$ cat config.mk
export PLATFORM = sky130hd
export DESIGN_NAME = cache_ctrl_flat
export DESIGN_NICKNAME = d
export VERILOG_FILES = /design/src/verilog/mem_types_pkg.sv /design/src/verilog/cache_ctrl_pkg.sv /design/src/verilog/mem_ifs.sv /design/src/verilog/cache_ctrl.sv /design/src/flat_wrapper.sv
export VERILOG_INCLUDE_DIRS = /design/src /design/src/include
export SDC_FILE = /design/constraint.sdc
export NUM_CORES = 1
export LEC_CHECK = 0
export BUFFER_PORTS_ARGS = -buffer_cell sky130_fd_sc_hd__buf_2
export CORE_AREA = 3 3 121 88
export CTS_BUF_LIST = sky130_fd_sc_hd__clkbuf_4 sky130_fd_sc_hd__clkbuf_8
export DETAILED_ROUTE_END_ITERATION = 8
export DIE_AREA = 0 0 124 91
export GPL_ROUTABILITY_DRIVEN = 0
export GPL_TIMING_DRIVEN = 1
export SLEW_MARGIN = 20
export SYNTH_ARGS = -nofsm -noshare
export SYNTH_HDL_FRONTEND = slang
export SYNTH_SLANG_ARGS = --single-unit
export TNS_END_PERCENT = 5
$ cat constraint.sdc
create_clock -name clk -period 4.3 [get_ports clk]
set_input_delay 0 -clock clk [delete_from_list [all_inputs] [get_ports clk]]
set_output_delay 0 -clock clk [all_outputs]
set_load 0.01 [all_outputs]
$ cat src/include/mem_cfg.svh
////////////////////////////////////////////////////////////
// Geometry and bank timing for the cache memory system
// Included by the type package and by RTL that sizes arrays
////////////////////////////////////////////////////////////
`ifndef MEM_CFG_SVH
`define MEM_CFG_SVH

// Address split of a byte address: tag, index, word, byte
`define MEM_TAG_W          5
`define MEM_INDEX_W        8
`define MEM_WORDS_PER_LINE 4

// Interleaved main memory
`define MEM_BANKS          4
`define MEM_BANK_BUSY      4
`define MEM_READ_LAT       2

`endif

$ cat src/verilog/mem_types_pkg.sv
////////////////////////////////////////////////////////////
// Width types shared by the cache, the banks and the top
// level; import with a wildcard in the module header
////////////////////////////////////////////////////////////
package mem_types_pkg;

`include "mem_cfg.svh"

   // Host side
   typedef logic [15:0] addr_t;
   typedef logic [15:0] word_t;

   // Fields of a byte address
   typedef logic [`MEM_TAG_W-1:0]   tag_t;
   typedef logic [`MEM_INDEX_W-1:0] index_t;
   // Word within a line, also the bank number
   typedef logic [1:0]              word_sel_t;

   // One busy flag per bank
   typedef logic [`MEM_BANKS-1:0]   bank_mask_t;

endpackage

$ cat src/verilog/cache_ctrl_pkg.sv
////////////////////////////////////////////////////////////
// Controller state encoding and cache store operations
////////////////////////////////////////////////////////////
package cache_ctrl_pkg;

   // Request sequencing
   typedef enum logic [2:0] {
      IDLE,
      COMPARE,
      EVICT,
      FILL_REQ,
      FILL_WAIT,
      ACCESS,
      FINISH
   } ctrl_state_t;

   // What the store does with the current request
   typedef enum logic [1:0] {
      OP_NONE,
      OP_CMP_RD,
      OP_CMP_WR,
      OP_FILL_WR
   } store_op_t;

endpackage

$ cat src/verilog/mem_ifs.sv
////////////////////////////////////////////////////////////
// Internal links: controller to cache store (cache_if) and
// controller to interleaved bank memory (bank_if)
////////////////////////////////////////////////////////////
`timescale 1ns/1ps

interface cache_if
   import mem_types_pkg::*, cache_ctrl_pkg::*;
();
   logic      enable;
   store_op_t op;
   tag_t      tag;
   index_t    index;
   word_sel_t word_sel;
   word_t     data_in;
   logic      dirty_in;
   // Combinational results of the addressed line
   logic      hit;
   logic      valid;
   logic      dirty;
   tag_t      tag_out;
   word_t     data_out;

   modport ctrl (output enable, op, tag, index, word_sel, data_in, dirty_in,
                 input  hit, valid, dirty, tag_out, data_out);
   modport store (input  enable, op, tag, index, word_sel, data_in, dirty_in,
                  output hit, valid, dirty, tag_out, data_out);
endinterface

interface bank_if
   import mem_types_pkg::*;
();
   addr_t      addr;
   word_t      wdata;
   logic       wr;
   logic       rd;
   word_t      rdata;
   logic       rvalid;
   logic       stall;
   bank_mask_t busy;

   modport ctrl (output addr, wdata, wr, rd, input rdata, rvalid, stall, busy);
   modport mem (input addr, wdata, wr, rd, output rdata, rvalid, stall, busy);
endinterface

$ cat src/verilog/cache_ctrl.sv
////////////////////////////////////////////////////////////
// Request sequencer: checks the host request, compares in
// the store, writes back a dirty victim, refills the line
// from the banks and finishes the access from the cache
////////////////////////////////////////////////////////////
`timescale 1ns/1ps
`include "mem_cfg.svh"

module cache_ctrl
   import mem_types_pkg::*, cache_ctrl_pkg::*;
(
   input  logic   clk,
   input  logic   rst_n,
   input  addr_t  addr,
   input  word_t  data_in,
   input  logic   rd,
   input  logic   wr,
   cache_if.ctrl  cif,
   bank_if.ctrl   bif,
   output word_t  data_out,
   output logic   done,
   output logic   stall,
   output logic   cache_hit,
   output logic   err
);

   localparam word_sel_t LAST_WORD = word_sel_t'(`MEM_WORDS_PER_LINE - 1);

   ctrl_state_t state;
   ctrl_state_t next_state;

   addr_t     req_addr;
   word_t     req_data;
   logic      req_wr;
   tag_t      req_tag;
   index_t    req_index;
   word_sel_t req_word;

   word_sel_t cnt;
   word_sel_t fill_cnt;
   logic      hit_q;
   logic      err_q;
   word_t     rdata_q;

   logic ready;
   logic req_take;
   logic illegal;
   logic issued;

   assign {req_tag, req_index, req_word} = req_addr[15:1];

   // A new request may land while done is up
   assign ready    = (state == IDLE) || (state == FINISH);
   assign req_take = ready && (rd || wr);
   assign illegal  = (rd && wr) || addr[0];
   assign issued   = (bif.rd || bif.wr) && !bif.stall;

   assign done      = (state == FINISH);
   assign stall     = !ready;
   assign cache_hit = done && hit_q;
   assign data_out  = rdata_q;
   assign err       = err_q;

   ////////////////////////////////////////////////////////////
   // Next state
   ////////////////////////////////////////////////////////////
   always_comb begin
      next_state = state;
      case (state)
         IDLE, FINISH: next_state = (req_take && !illegal) ? COMPARE : IDLE;
         COMPARE: begin
            if (cif.hit)
               next_state = FINISH;
            else if (cif.valid && cif.dirty)
               next_state = EVICT;
            else
               next_state = FILL_REQ;
         end
         EVICT:     if (issued && cnt == LAST_WORD) next_state = FILL_REQ;
         FILL_REQ:  if (issued && cnt == LAST_WORD) next_state = FILL_WAIT;
         FILL_WAIT: if (bif.rvalid && fill_cnt == LAST_WORD) next_state = ACCESS;
         ACCESS:    next_state = FINISH;
         default:   next_state = IDLE;
      endcase
   end

   // Store port
   always_comb begin
      cif.enable   = 1'b0;
      cif.op       = OP_NONE;
      cif.tag      = req_tag;
      cif.index    = req_index;
      cif.word_sel = req_word;
      cif.data_in  = req_data;
      cif.dirty_in = 1'b0;
      case (state)
         COMPARE, ACCESS: begin
            cif.enable = 1'b1;
            cif.op     = req_wr ? OP_CMP_WR : OP_CMP_RD;
         end
         // Victim word read for the write-back
         EVICT: begin
            cif.enable   = 1'b1;
            cif.word_sel = cnt;
         end
         // A pending write leaves the refilled line dirty
         FILL_REQ, FILL_WAIT: begin
            if (bif.rvalid) begin
               cif.enable   = 1'b1;
               cif.op       = OP_FILL_WR;
               cif.word_sel = fill_cnt;
               cif.data_in  = bif.rdata;
               cif.dirty_in = req_wr;
            end
         end
         default: ;
      endcase
   end

   // Bank port; requests are held back while the bank is busy
   always_comb begin
      bif.addr  = {req_tag, req_index, cnt, 1'b0};
      bif.wdata = cif.data_out;
      bif.wr    = 1'b0;
      bif.rd    = 1'b0;
      if (state == EVICT) begin
         bif.addr = {cif.tag_out, req_index, cnt, 1'b0};
         bif.wr   = !bif.busy[cnt];
      end
      if (state == FILL_REQ) begin
         bif.rd = !bif.busy[cnt];
      end
   end

   ////////////////////////////////////////////////////////////
   // Control registers
   ////////////////////////////////////////////////////////////
   always_ff @(posedge clk) begin
      if (!rst_n) begin
         state    <= IDLE;
         err_q    <= 1'b0;
         hit_q    <= 1'b0;
         cnt      <= '0;
         fill_cnt <= '0;
      end else begin
         state <= next_state;
         err_q <= req_take && illegal;
         if (state == COMPARE) begin
            hit_q    <= cif.hit;
            cnt      <= '0;
            fill_cnt <= '0;
         end else begin
            if (issued) cnt <= cnt + 1'b1;
            if (bif.rvalid) fill_cnt <= fill_cnt + 1'b1;
         end
      end
   end

   // Request and result payload
   always_ff @(posedge clk) begin
      if (req_take && !illegal) begin
         req_addr <= addr;
         req_data <= data_in;
         req_wr   <= wr;
      end
      if ((state == COMPARE && cif.hit) || state == ACCESS) begin
         rdata_q <= req_wr ? req_data : cif.data_out;
      end
   end

endmodule

$ cat src/flat_wrapper.sv
// flat-port wrapper written by rule: the top's interface ports become plain ports
module cache_ctrl_flat import mem_types_pkg::*, cache_ctrl_pkg::*;
  (clk, rst_n, addr, data_in, rd, wr, data_out, done, stall, cache_hit, err, cif_enable, cif_op, cif_tag, cif_index, cif_word_sel, cif_data_in, cif_dirty_in, cif_hit, cif_valid, cif_dirty, cif_tag_out, cif_data_out, bif_addr, bif_wdata, bif_wr, bif_rd, bif_rdata, bif_rvalid, bif_stall, bif_busy);
  cache_if cif_i ();
  bank_if bif_i ();
  input  logic clk;
  input  logic rst_n;
  input  addr_t addr;
  input  word_t data_in;
  input  logic rd;
  input  logic wr;
  output word_t data_out;
  output logic done;
  output logic stall;
  output logic cache_hit;
  output logic err;
  output wire logic [$bits(cif_i.enable)-1:0] cif_enable;
  output wire logic [$bits(cif_i.op)-1:0] cif_op;
  output wire logic [$bits(cif_i.tag)-1:0] cif_tag;
  output wire logic [$bits(cif_i.index)-1:0] cif_index;
  output wire logic [$bits(cif_i.word_sel)-1:0] cif_word_sel;
  output wire logic [$bits(cif_i.data_in)-1:0] cif_data_in;
  output wire logic [$bits(cif_i.dirty_in)-1:0] cif_dirty_in;
  input wire logic [$bits(cif_i.hit)-1:0] cif_hit;
  input wire logic [$bits(cif_i.valid)-1:0] cif_valid;
  input wire logic [$bits(cif_i.dirty)-1:0] cif_dirty;
  input wire logic [$bits(cif_i.tag_out)-1:0] cif_tag_out;
  input wire logic [$bits(cif_i.data_out)-1:0] cif_data_out;
  output wire logic [$bits(bif_i.addr)-1:0] bif_addr;
  output wire logic [$bits(bif_i.wdata)-1:0] bif_wdata;
  output wire logic [$bits(bif_i.wr)-1:0] bif_wr;
  output wire logic [$bits(bif_i.rd)-1:0] bif_rd;
  input wire logic [$bits(bif_i.rdata)-1:0] bif_rdata;
  input wire logic [$bits(bif_i.rvalid)-1:0] bif_rvalid;
  input wire logic [$bits(bif_i.stall)-1:0] bif_stall;
  input wire logic [$bits(bif_i.busy)-1:0] bif_busy;
  assign cif_enable = cif_i.enable;
  assign cif_op = cif_i.op;
  assign cif_tag = cif_i.tag;
  assign cif_index = cif_i.index;
  assign cif_word_sel = cif_i.word_sel;
  assign cif_data_in = cif_i.data_in;
  assign cif_dirty_in = cif_i.dirty_in;
  assign cif_i.hit = cif_hit;
  assign cif_i.valid = cif_valid;
  assign cif_i.dirty = cif_dirty;
  assign cif_i.tag_out = cif_tag_out;
  assign cif_i.data_out = cif_data_out;
  assign bif_addr = bif_i.addr;
  assign bif_wdata = bif_i.wdata;
  assign bif_wr = bif_i.wr;
  assign bif_rd = bif_i.rd;
  assign bif_i.rdata = bif_rdata;
  assign bif_i.rvalid = bif_rvalid;
  assign bif_i.stall = bif_stall;
  assign bif_i.busy = bif_busy;
  cache_ctrl u_core (.clk(clk), .rst_n(rst_n), .addr(addr), .data_in(data_in), .rd(rd), .wr(wr), .cif(cif_i), .bif(bif_i), .data_out(data_out), .done(done), .stall(stall), .cache_hit(cache_hit), .err(err));
endmodule
==> flow_summary.yaml, run 1 <==
sta:
  slew_headroom_pct: 36.0
  setup_viol: 0
  min_period_ns: 2.40
  rsz0062_at_grt: "no"
  max_freq_mhz: 416
  hold_violations: 0
  fin_skew_ns: 0.00811
  period_share_pct: 55.9
  tns_ns: 0
  worst_pin_slew_ns: 0.959
  drv_slew: 0
yosys:
  async_reset_ff_share_pct: 0
  syn_area_um2: 2830
  yosysMostFrequentCell: "edfxtp_1"
  yosys-top-cells-area: "edfxtp_1 (51%), mux2_2 (13%), buf_4 (10%)"
  ys.flop_type: "edfxtp_1"
  seq_area_frac_synth_pct: 57.3
  yosysUniqueCellTypes: 37
  ys_seq_elements: 57
  syn-num-nets: 306
  synth_commonest_cells: "edfxtp_1 (48), buf_4 (38), mux2_2 (32)"
  syn_inst: 222
  synth_top_cell_by_area: "edfxtp_1"
  synth_edf_count: 48
  syn_area_per_cell_um2: 12.7
  synth_warnings: 0
  yosysTopAreaCellShare_pct: 51.0
global_routing:
  grt_max_degree: 24
  grt_pass1_vias: 2361
  antenna_found_initial: 0
  overflow: 0
  grt_pass1_wl_um: 11800
  grt.total_usage_pct: 13.8
min_path:
  min_path_type: "input pin to register"
  holdPathStages: 4
  min_to: "u_core.cnt[0]"
  hold_start: "bif_stall"
floorplan:
  fp.dieH_um: 91
  chipWidth_um: 124
  fp.dieArea_um2: 11300
  io_pins: 171
  coreArea_um2: 9610
  start_util_pct: 29.4
  std_cell_rows: 30
final_layout:
  antenna_cells: 0
  syn2layout_area_growth_pct: 49.8
  multi_input_area_um2: 896
  final_nets: 495
  regArea_um2: 1620
  n_fill_cell: 923
  drive_gt1_share_pct: 53.5
route:
  detail_route.wl_per_cell_um: 14.3
  wl_um: 7760
  num_vias: 2289
  dr.pass1.iters: 4
  drc: 0
  antenna_left: 0
  drt_iter0_drc: 79
  vias_per_cell: 4.22
run:
  max_cap_violations: 0
pwr:
  finalPower_mw: 1.81
  power.leakage_nw: 1.87
  power.density_nw_per_um2: 427
  ir_drop_v: 0.000207
clock_tree:
  cts_tree: "done"
  cts_buffer_depth: 2
  clkTransAtPathRegs_ns: 0.07
  numCtsBuffers: 9
  ctsResizeCount: 0
  post_cts_buffers: 0
  cts_root_buffer: "clkbuf_8"
  clock_sinks: 57
  worstSkewPairLatency_ns: 0.33
  h-tree-depth: 3
placed_design:
  hpwl_um: 5340
  io_buffer_count: 169
worst_setup_path:
  start_kind: "register"
  crit_required_ns: 4.30
  regToRegStartpoint: "u_core.state[2]"
  end_kind: "output port"
  r2r_cells: 5
  r2r_slack_ns: 1.99
  critPathMaxFanout: 23
  crit_arrival_ns: 2.40
  reg2reg_to: "u_core.state[0]"
  critical_path_class: "register to output port"
status:
  status: "finished, final reports clean"
-- kinds of logic (layout without fill, tap and decap cells) --
family	after synthesis	after routing	synth area share [%]
AND/OR/NAND/NOR	49	49	9.07
buffers and inverters	50	243	11.9
AO/OA/AOI/OAI	23	23	4.87
XOR/XNOR	4	4	1.24
flip-flops	57	57	57.3
adder cells (fa/ha/maj)	2	2	0.885
multiplexers	36	36	14.6
other	1	1	0.133
-- per-layer routing --
metal / share of wire (%) / vias up / track usage [%]
met1: 43 / 1044 / 16.7
met2: 47 / 106 / 22.7
li1: - / 1128 / -
met4: 1.8 / 0 / 5.20
met5: 0 / - / 0
met3: 8.0 / 11 / 4.79
-- state kept, by name, summed over array words and instances (netlist names) --
signal,flops
u_core.data_out,16
u_core.req_wr,1
u_core.hit_q,1
u_core.err,1
u_core.fill_cnt,2
u_core.cnt,2
u_core.req_addr,15
u_core.req_data,16
u_core.state,3
-- timing repair --
action / 4_1_cts / 5_1_grt
hold buffers: 53 / 0
endpoints found under the setup margin: 0 / 0
endpoints found under the hold margin: 53 / 0
-- worst max-delay path: stages, from the launching register on --
cell and delay (ns):
dfxtp_1 0.60, and3b_1 0.27, o21ai_4 0.63, mux2_2 0.42, buf_2 0.14
-- placed cells by master (no fill, tap or decap), types with 5 or more instances in the layout --
cell,n
edfxtp_1,48
inv_1,5
mux2_2,32
buf_2,169
a21oi_1,7
dlygate4sd3_1,53
clkbuf_8,9
o21ai_0,8
nand2_1,22
nor2_1,9
dfxtp_1,9
-- through the flow --
stage | setup WS (ns) | area (µm²) | hold WS [ns] | cells | util, %
floorplan | 1.23 | 2830 | 0.0918 | 222 | -
global placement | 2.01 | 3540 | 0.178 | 475 | 36.9
detailed placement | 2.00 | 3550 | 0.179 | 475 | 36.9
CTS | 1.86 | 4240 | 0.0156 | 543 | 44.1
global route | 1.73 | 4240 | 0.0348 | 543 | 44.1
finish | 1.90 | 4240 | 0.0385 | 543 | 44.1
-- report_power, final --
group          switching [mW]  internal [mW]  total [mW]
Sequential             0.0775          0.719       0.796
Clock                   0.205          0.205       0.409
Combinational           0.316          0.288       0.604
Total                   0.598           1.21        1.81
-- final cells by class --
type                       instances  area share [%]
clock buffer                      10            3.10
clock inverter                     5           0.561
timing repair buffer             223            32.7
sequential                        57            38.3
multi-input combinational        115            21.2
tap                              128            3.78
inverter                           5           0.443
-- worst max path at each step --
stage,start,end,cells past startpoint
after detailed placement,u_core.state[1],u_core.state[0],5
after floorplan,u_core.state[2],u_core.state[0],5
after CTS,u_core.state[2],cif_data_in[14],4
after global placement,u_core.state[2],cif_data_in[4],4
final,u_core.state[2],cif_data_in[1],4
after global routing,u_core.state[2],cif_data_in[8],4
Note: power is estimated with default switching activity, not from simulation.
==> run 2, diff against run 1 <==
- clock period: 4.3 -> 2 ns (I/O delays scaled with it)
==> flow_summary.yaml, run 2 (same netlist as run 1, synthesis figures left out) <==
worst_setup_path:
  reg2reg_to: "u_core.cnt[1]"
  critical_path_class: "register to output port"
  end_kind: "output port"
  r2r_slack_ns: 0.31
  crit_required_ns: 2.00
  regToRegStartpoint: "u_core.cnt[0]"
  critPathMaxFanout: 14
  start_kind: "register"
  r2r_cells: 4
  crit_arrival_ns: 1.85
pwr:
  finalPower_mw: 4.36
  power.leakage_nw: 1.94
  ir_drop_v: 0.000450
  power.density_nw_per_um2: 994
clock_tree:
  cts_tree: "done"
  clkTransAtPathRegs_ns: 0.07
  worstSkewPairLatency_ns: 0.34
  clock_sinks: 57
  numCtsBuffers: 9
  cts_root_buffer: "clkbuf_8"
  post_cts_buffers: 0
  cts_buffer_depth: 2
  h-tree-depth: 3
sta:
  drv_slew: 0
  max_freq_mhz: 541
  fin_skew_ns: 0.00691
  setup_viol: 0
  slew_headroom_pct: 59.2
  period_share_pct: 92.4
  min_period_ns: 1.85
  worst_pin_slew_ns: 0.606
  rsz0062_at_grt: "no"
  tns_ns: 0
  hold_violations: 0
final_layout:
  final_nets: 501
  final_cell_mix: "buf_2 (169), dlygate4sd3_1 (53), edfxtp_1 (48)"
  mostFrequentLayoutCell: "buf_2"
  antenna_cells: 0
  n_fill_cell: 906
  drive_gt1_share_pct: 55.7
  syn2layout_area_growth_pct: 55.1
global_routing:
  grt_pass1_vias: 2301
  grt_max_degree: 20
  overflow: 0
  grt_pass1_wl_um: 11500
  antenna_found_initial: 0
  grt.total_usage_pct: 13.6
route:
  wl_um: 7770
  drt_iter0_drc: 70
  antenna_left: 0
  vias_per_cell: 4.24
  num_vias: 2331
  dr.pass1.iters: 4
  detail_route.wl_per_cell_um: 14.1
  drc: 0
placed_design:
  hpwl_um: 5620
  io_buffer_count: 169
floorplan:
  coreArea_um2: 9610
  chipWidth_um: 124
  start_util_pct: 29.4
  std_cell_rows: 30
  fp.dieH_um: 91
  io_pins: 171
  fp.dieArea_um2: 11300
min_path:
  hold_start: "addr[0]"
  min_to: "u_core.err"
  holdPathStages: 3
  min_path_type: "input pin to register"
run:
  max_cap_violations: 0
status:
  status: "finished, final reports clean"
-- run 2: area by class of cell --
cell class	count	area [µm²]	area share, %
Multi-Input combinational cell	115	896	20.4
Clock buffer	10	131	3.00
Timing Repair Buffer	229	1450	33.0
Sequential cell	57	1630	37.1
Tap cell	128	160	3.65
Clock inverter	6	106	2.43
Inverter	5	18.8	0.428
-- run 2: metal layers --
metal,share of wire (%),up-vias,track usage [%]
met2,48,105,22.2
met3,7.9,8,4.86
met5,0,-,0
li1,-,1140,-
met4,1.3,0,4.74
met1,43,1078,16.5
-- run 2: worst max path at each step --
stage / startpoint / to / cells past startpoint
2_1_floorplan: u_core.state[2] / u_core.req_addr[10] / 3
6_report: u_core.state[2] / cif_data_in[14] / 5
5_1_grt: u_core.state[2] / cif_data_in[12] / 5
3_3_place_gp: u_core.cnt[0] / u_core.cnt[1] / 4
3_5_place_dp: u_core.cnt[0] / u_core.cnt[1] / 4
4_1_cts: u_core.state[2] / cif_data_in[9] / 5
-- run 2: power by group --
group	switching (mW)	total, mW	internal, mW
clock network	0.455	1.29	0.834
logic	0.708	1.36	0.657
registers	0.156	1.71	1.55
total	1.32	4.36	3.04
-- run 2: critical path: stages (launching register included) --
cell and delay, ns:
dfxtp_4 0.44, and3b_1 0.22, o21ai_2 0.15, buf_4 0.21, mux2_2 0.35, buf_2 0.14
-- run 2: stage by stage --
stage	hold slack (ns)	utilization, %	std cells	instance area (µm²)	setup WS (ns)
3_5_place_dp	0.178	37.6	481	3610	0.315
5_1_grt	0.0565	45.6	550	4390	0.0258
6_report	0.0399	45.6	550	4390	0.152
2_1_floorplan	0.0918	-	222	2860	-0.238
4_1_cts	0.0118	45.6	550	4380	0.0190
3_3_place_gp	0.176	37.6	481	3610	0.366
-- run 2: what timing repair did --
action	in CTS	in global routing
setup endpoints to repair	13	16
gates resized for setup	2	2
hold endpoints to repair	54	0
hold buffers	53	0
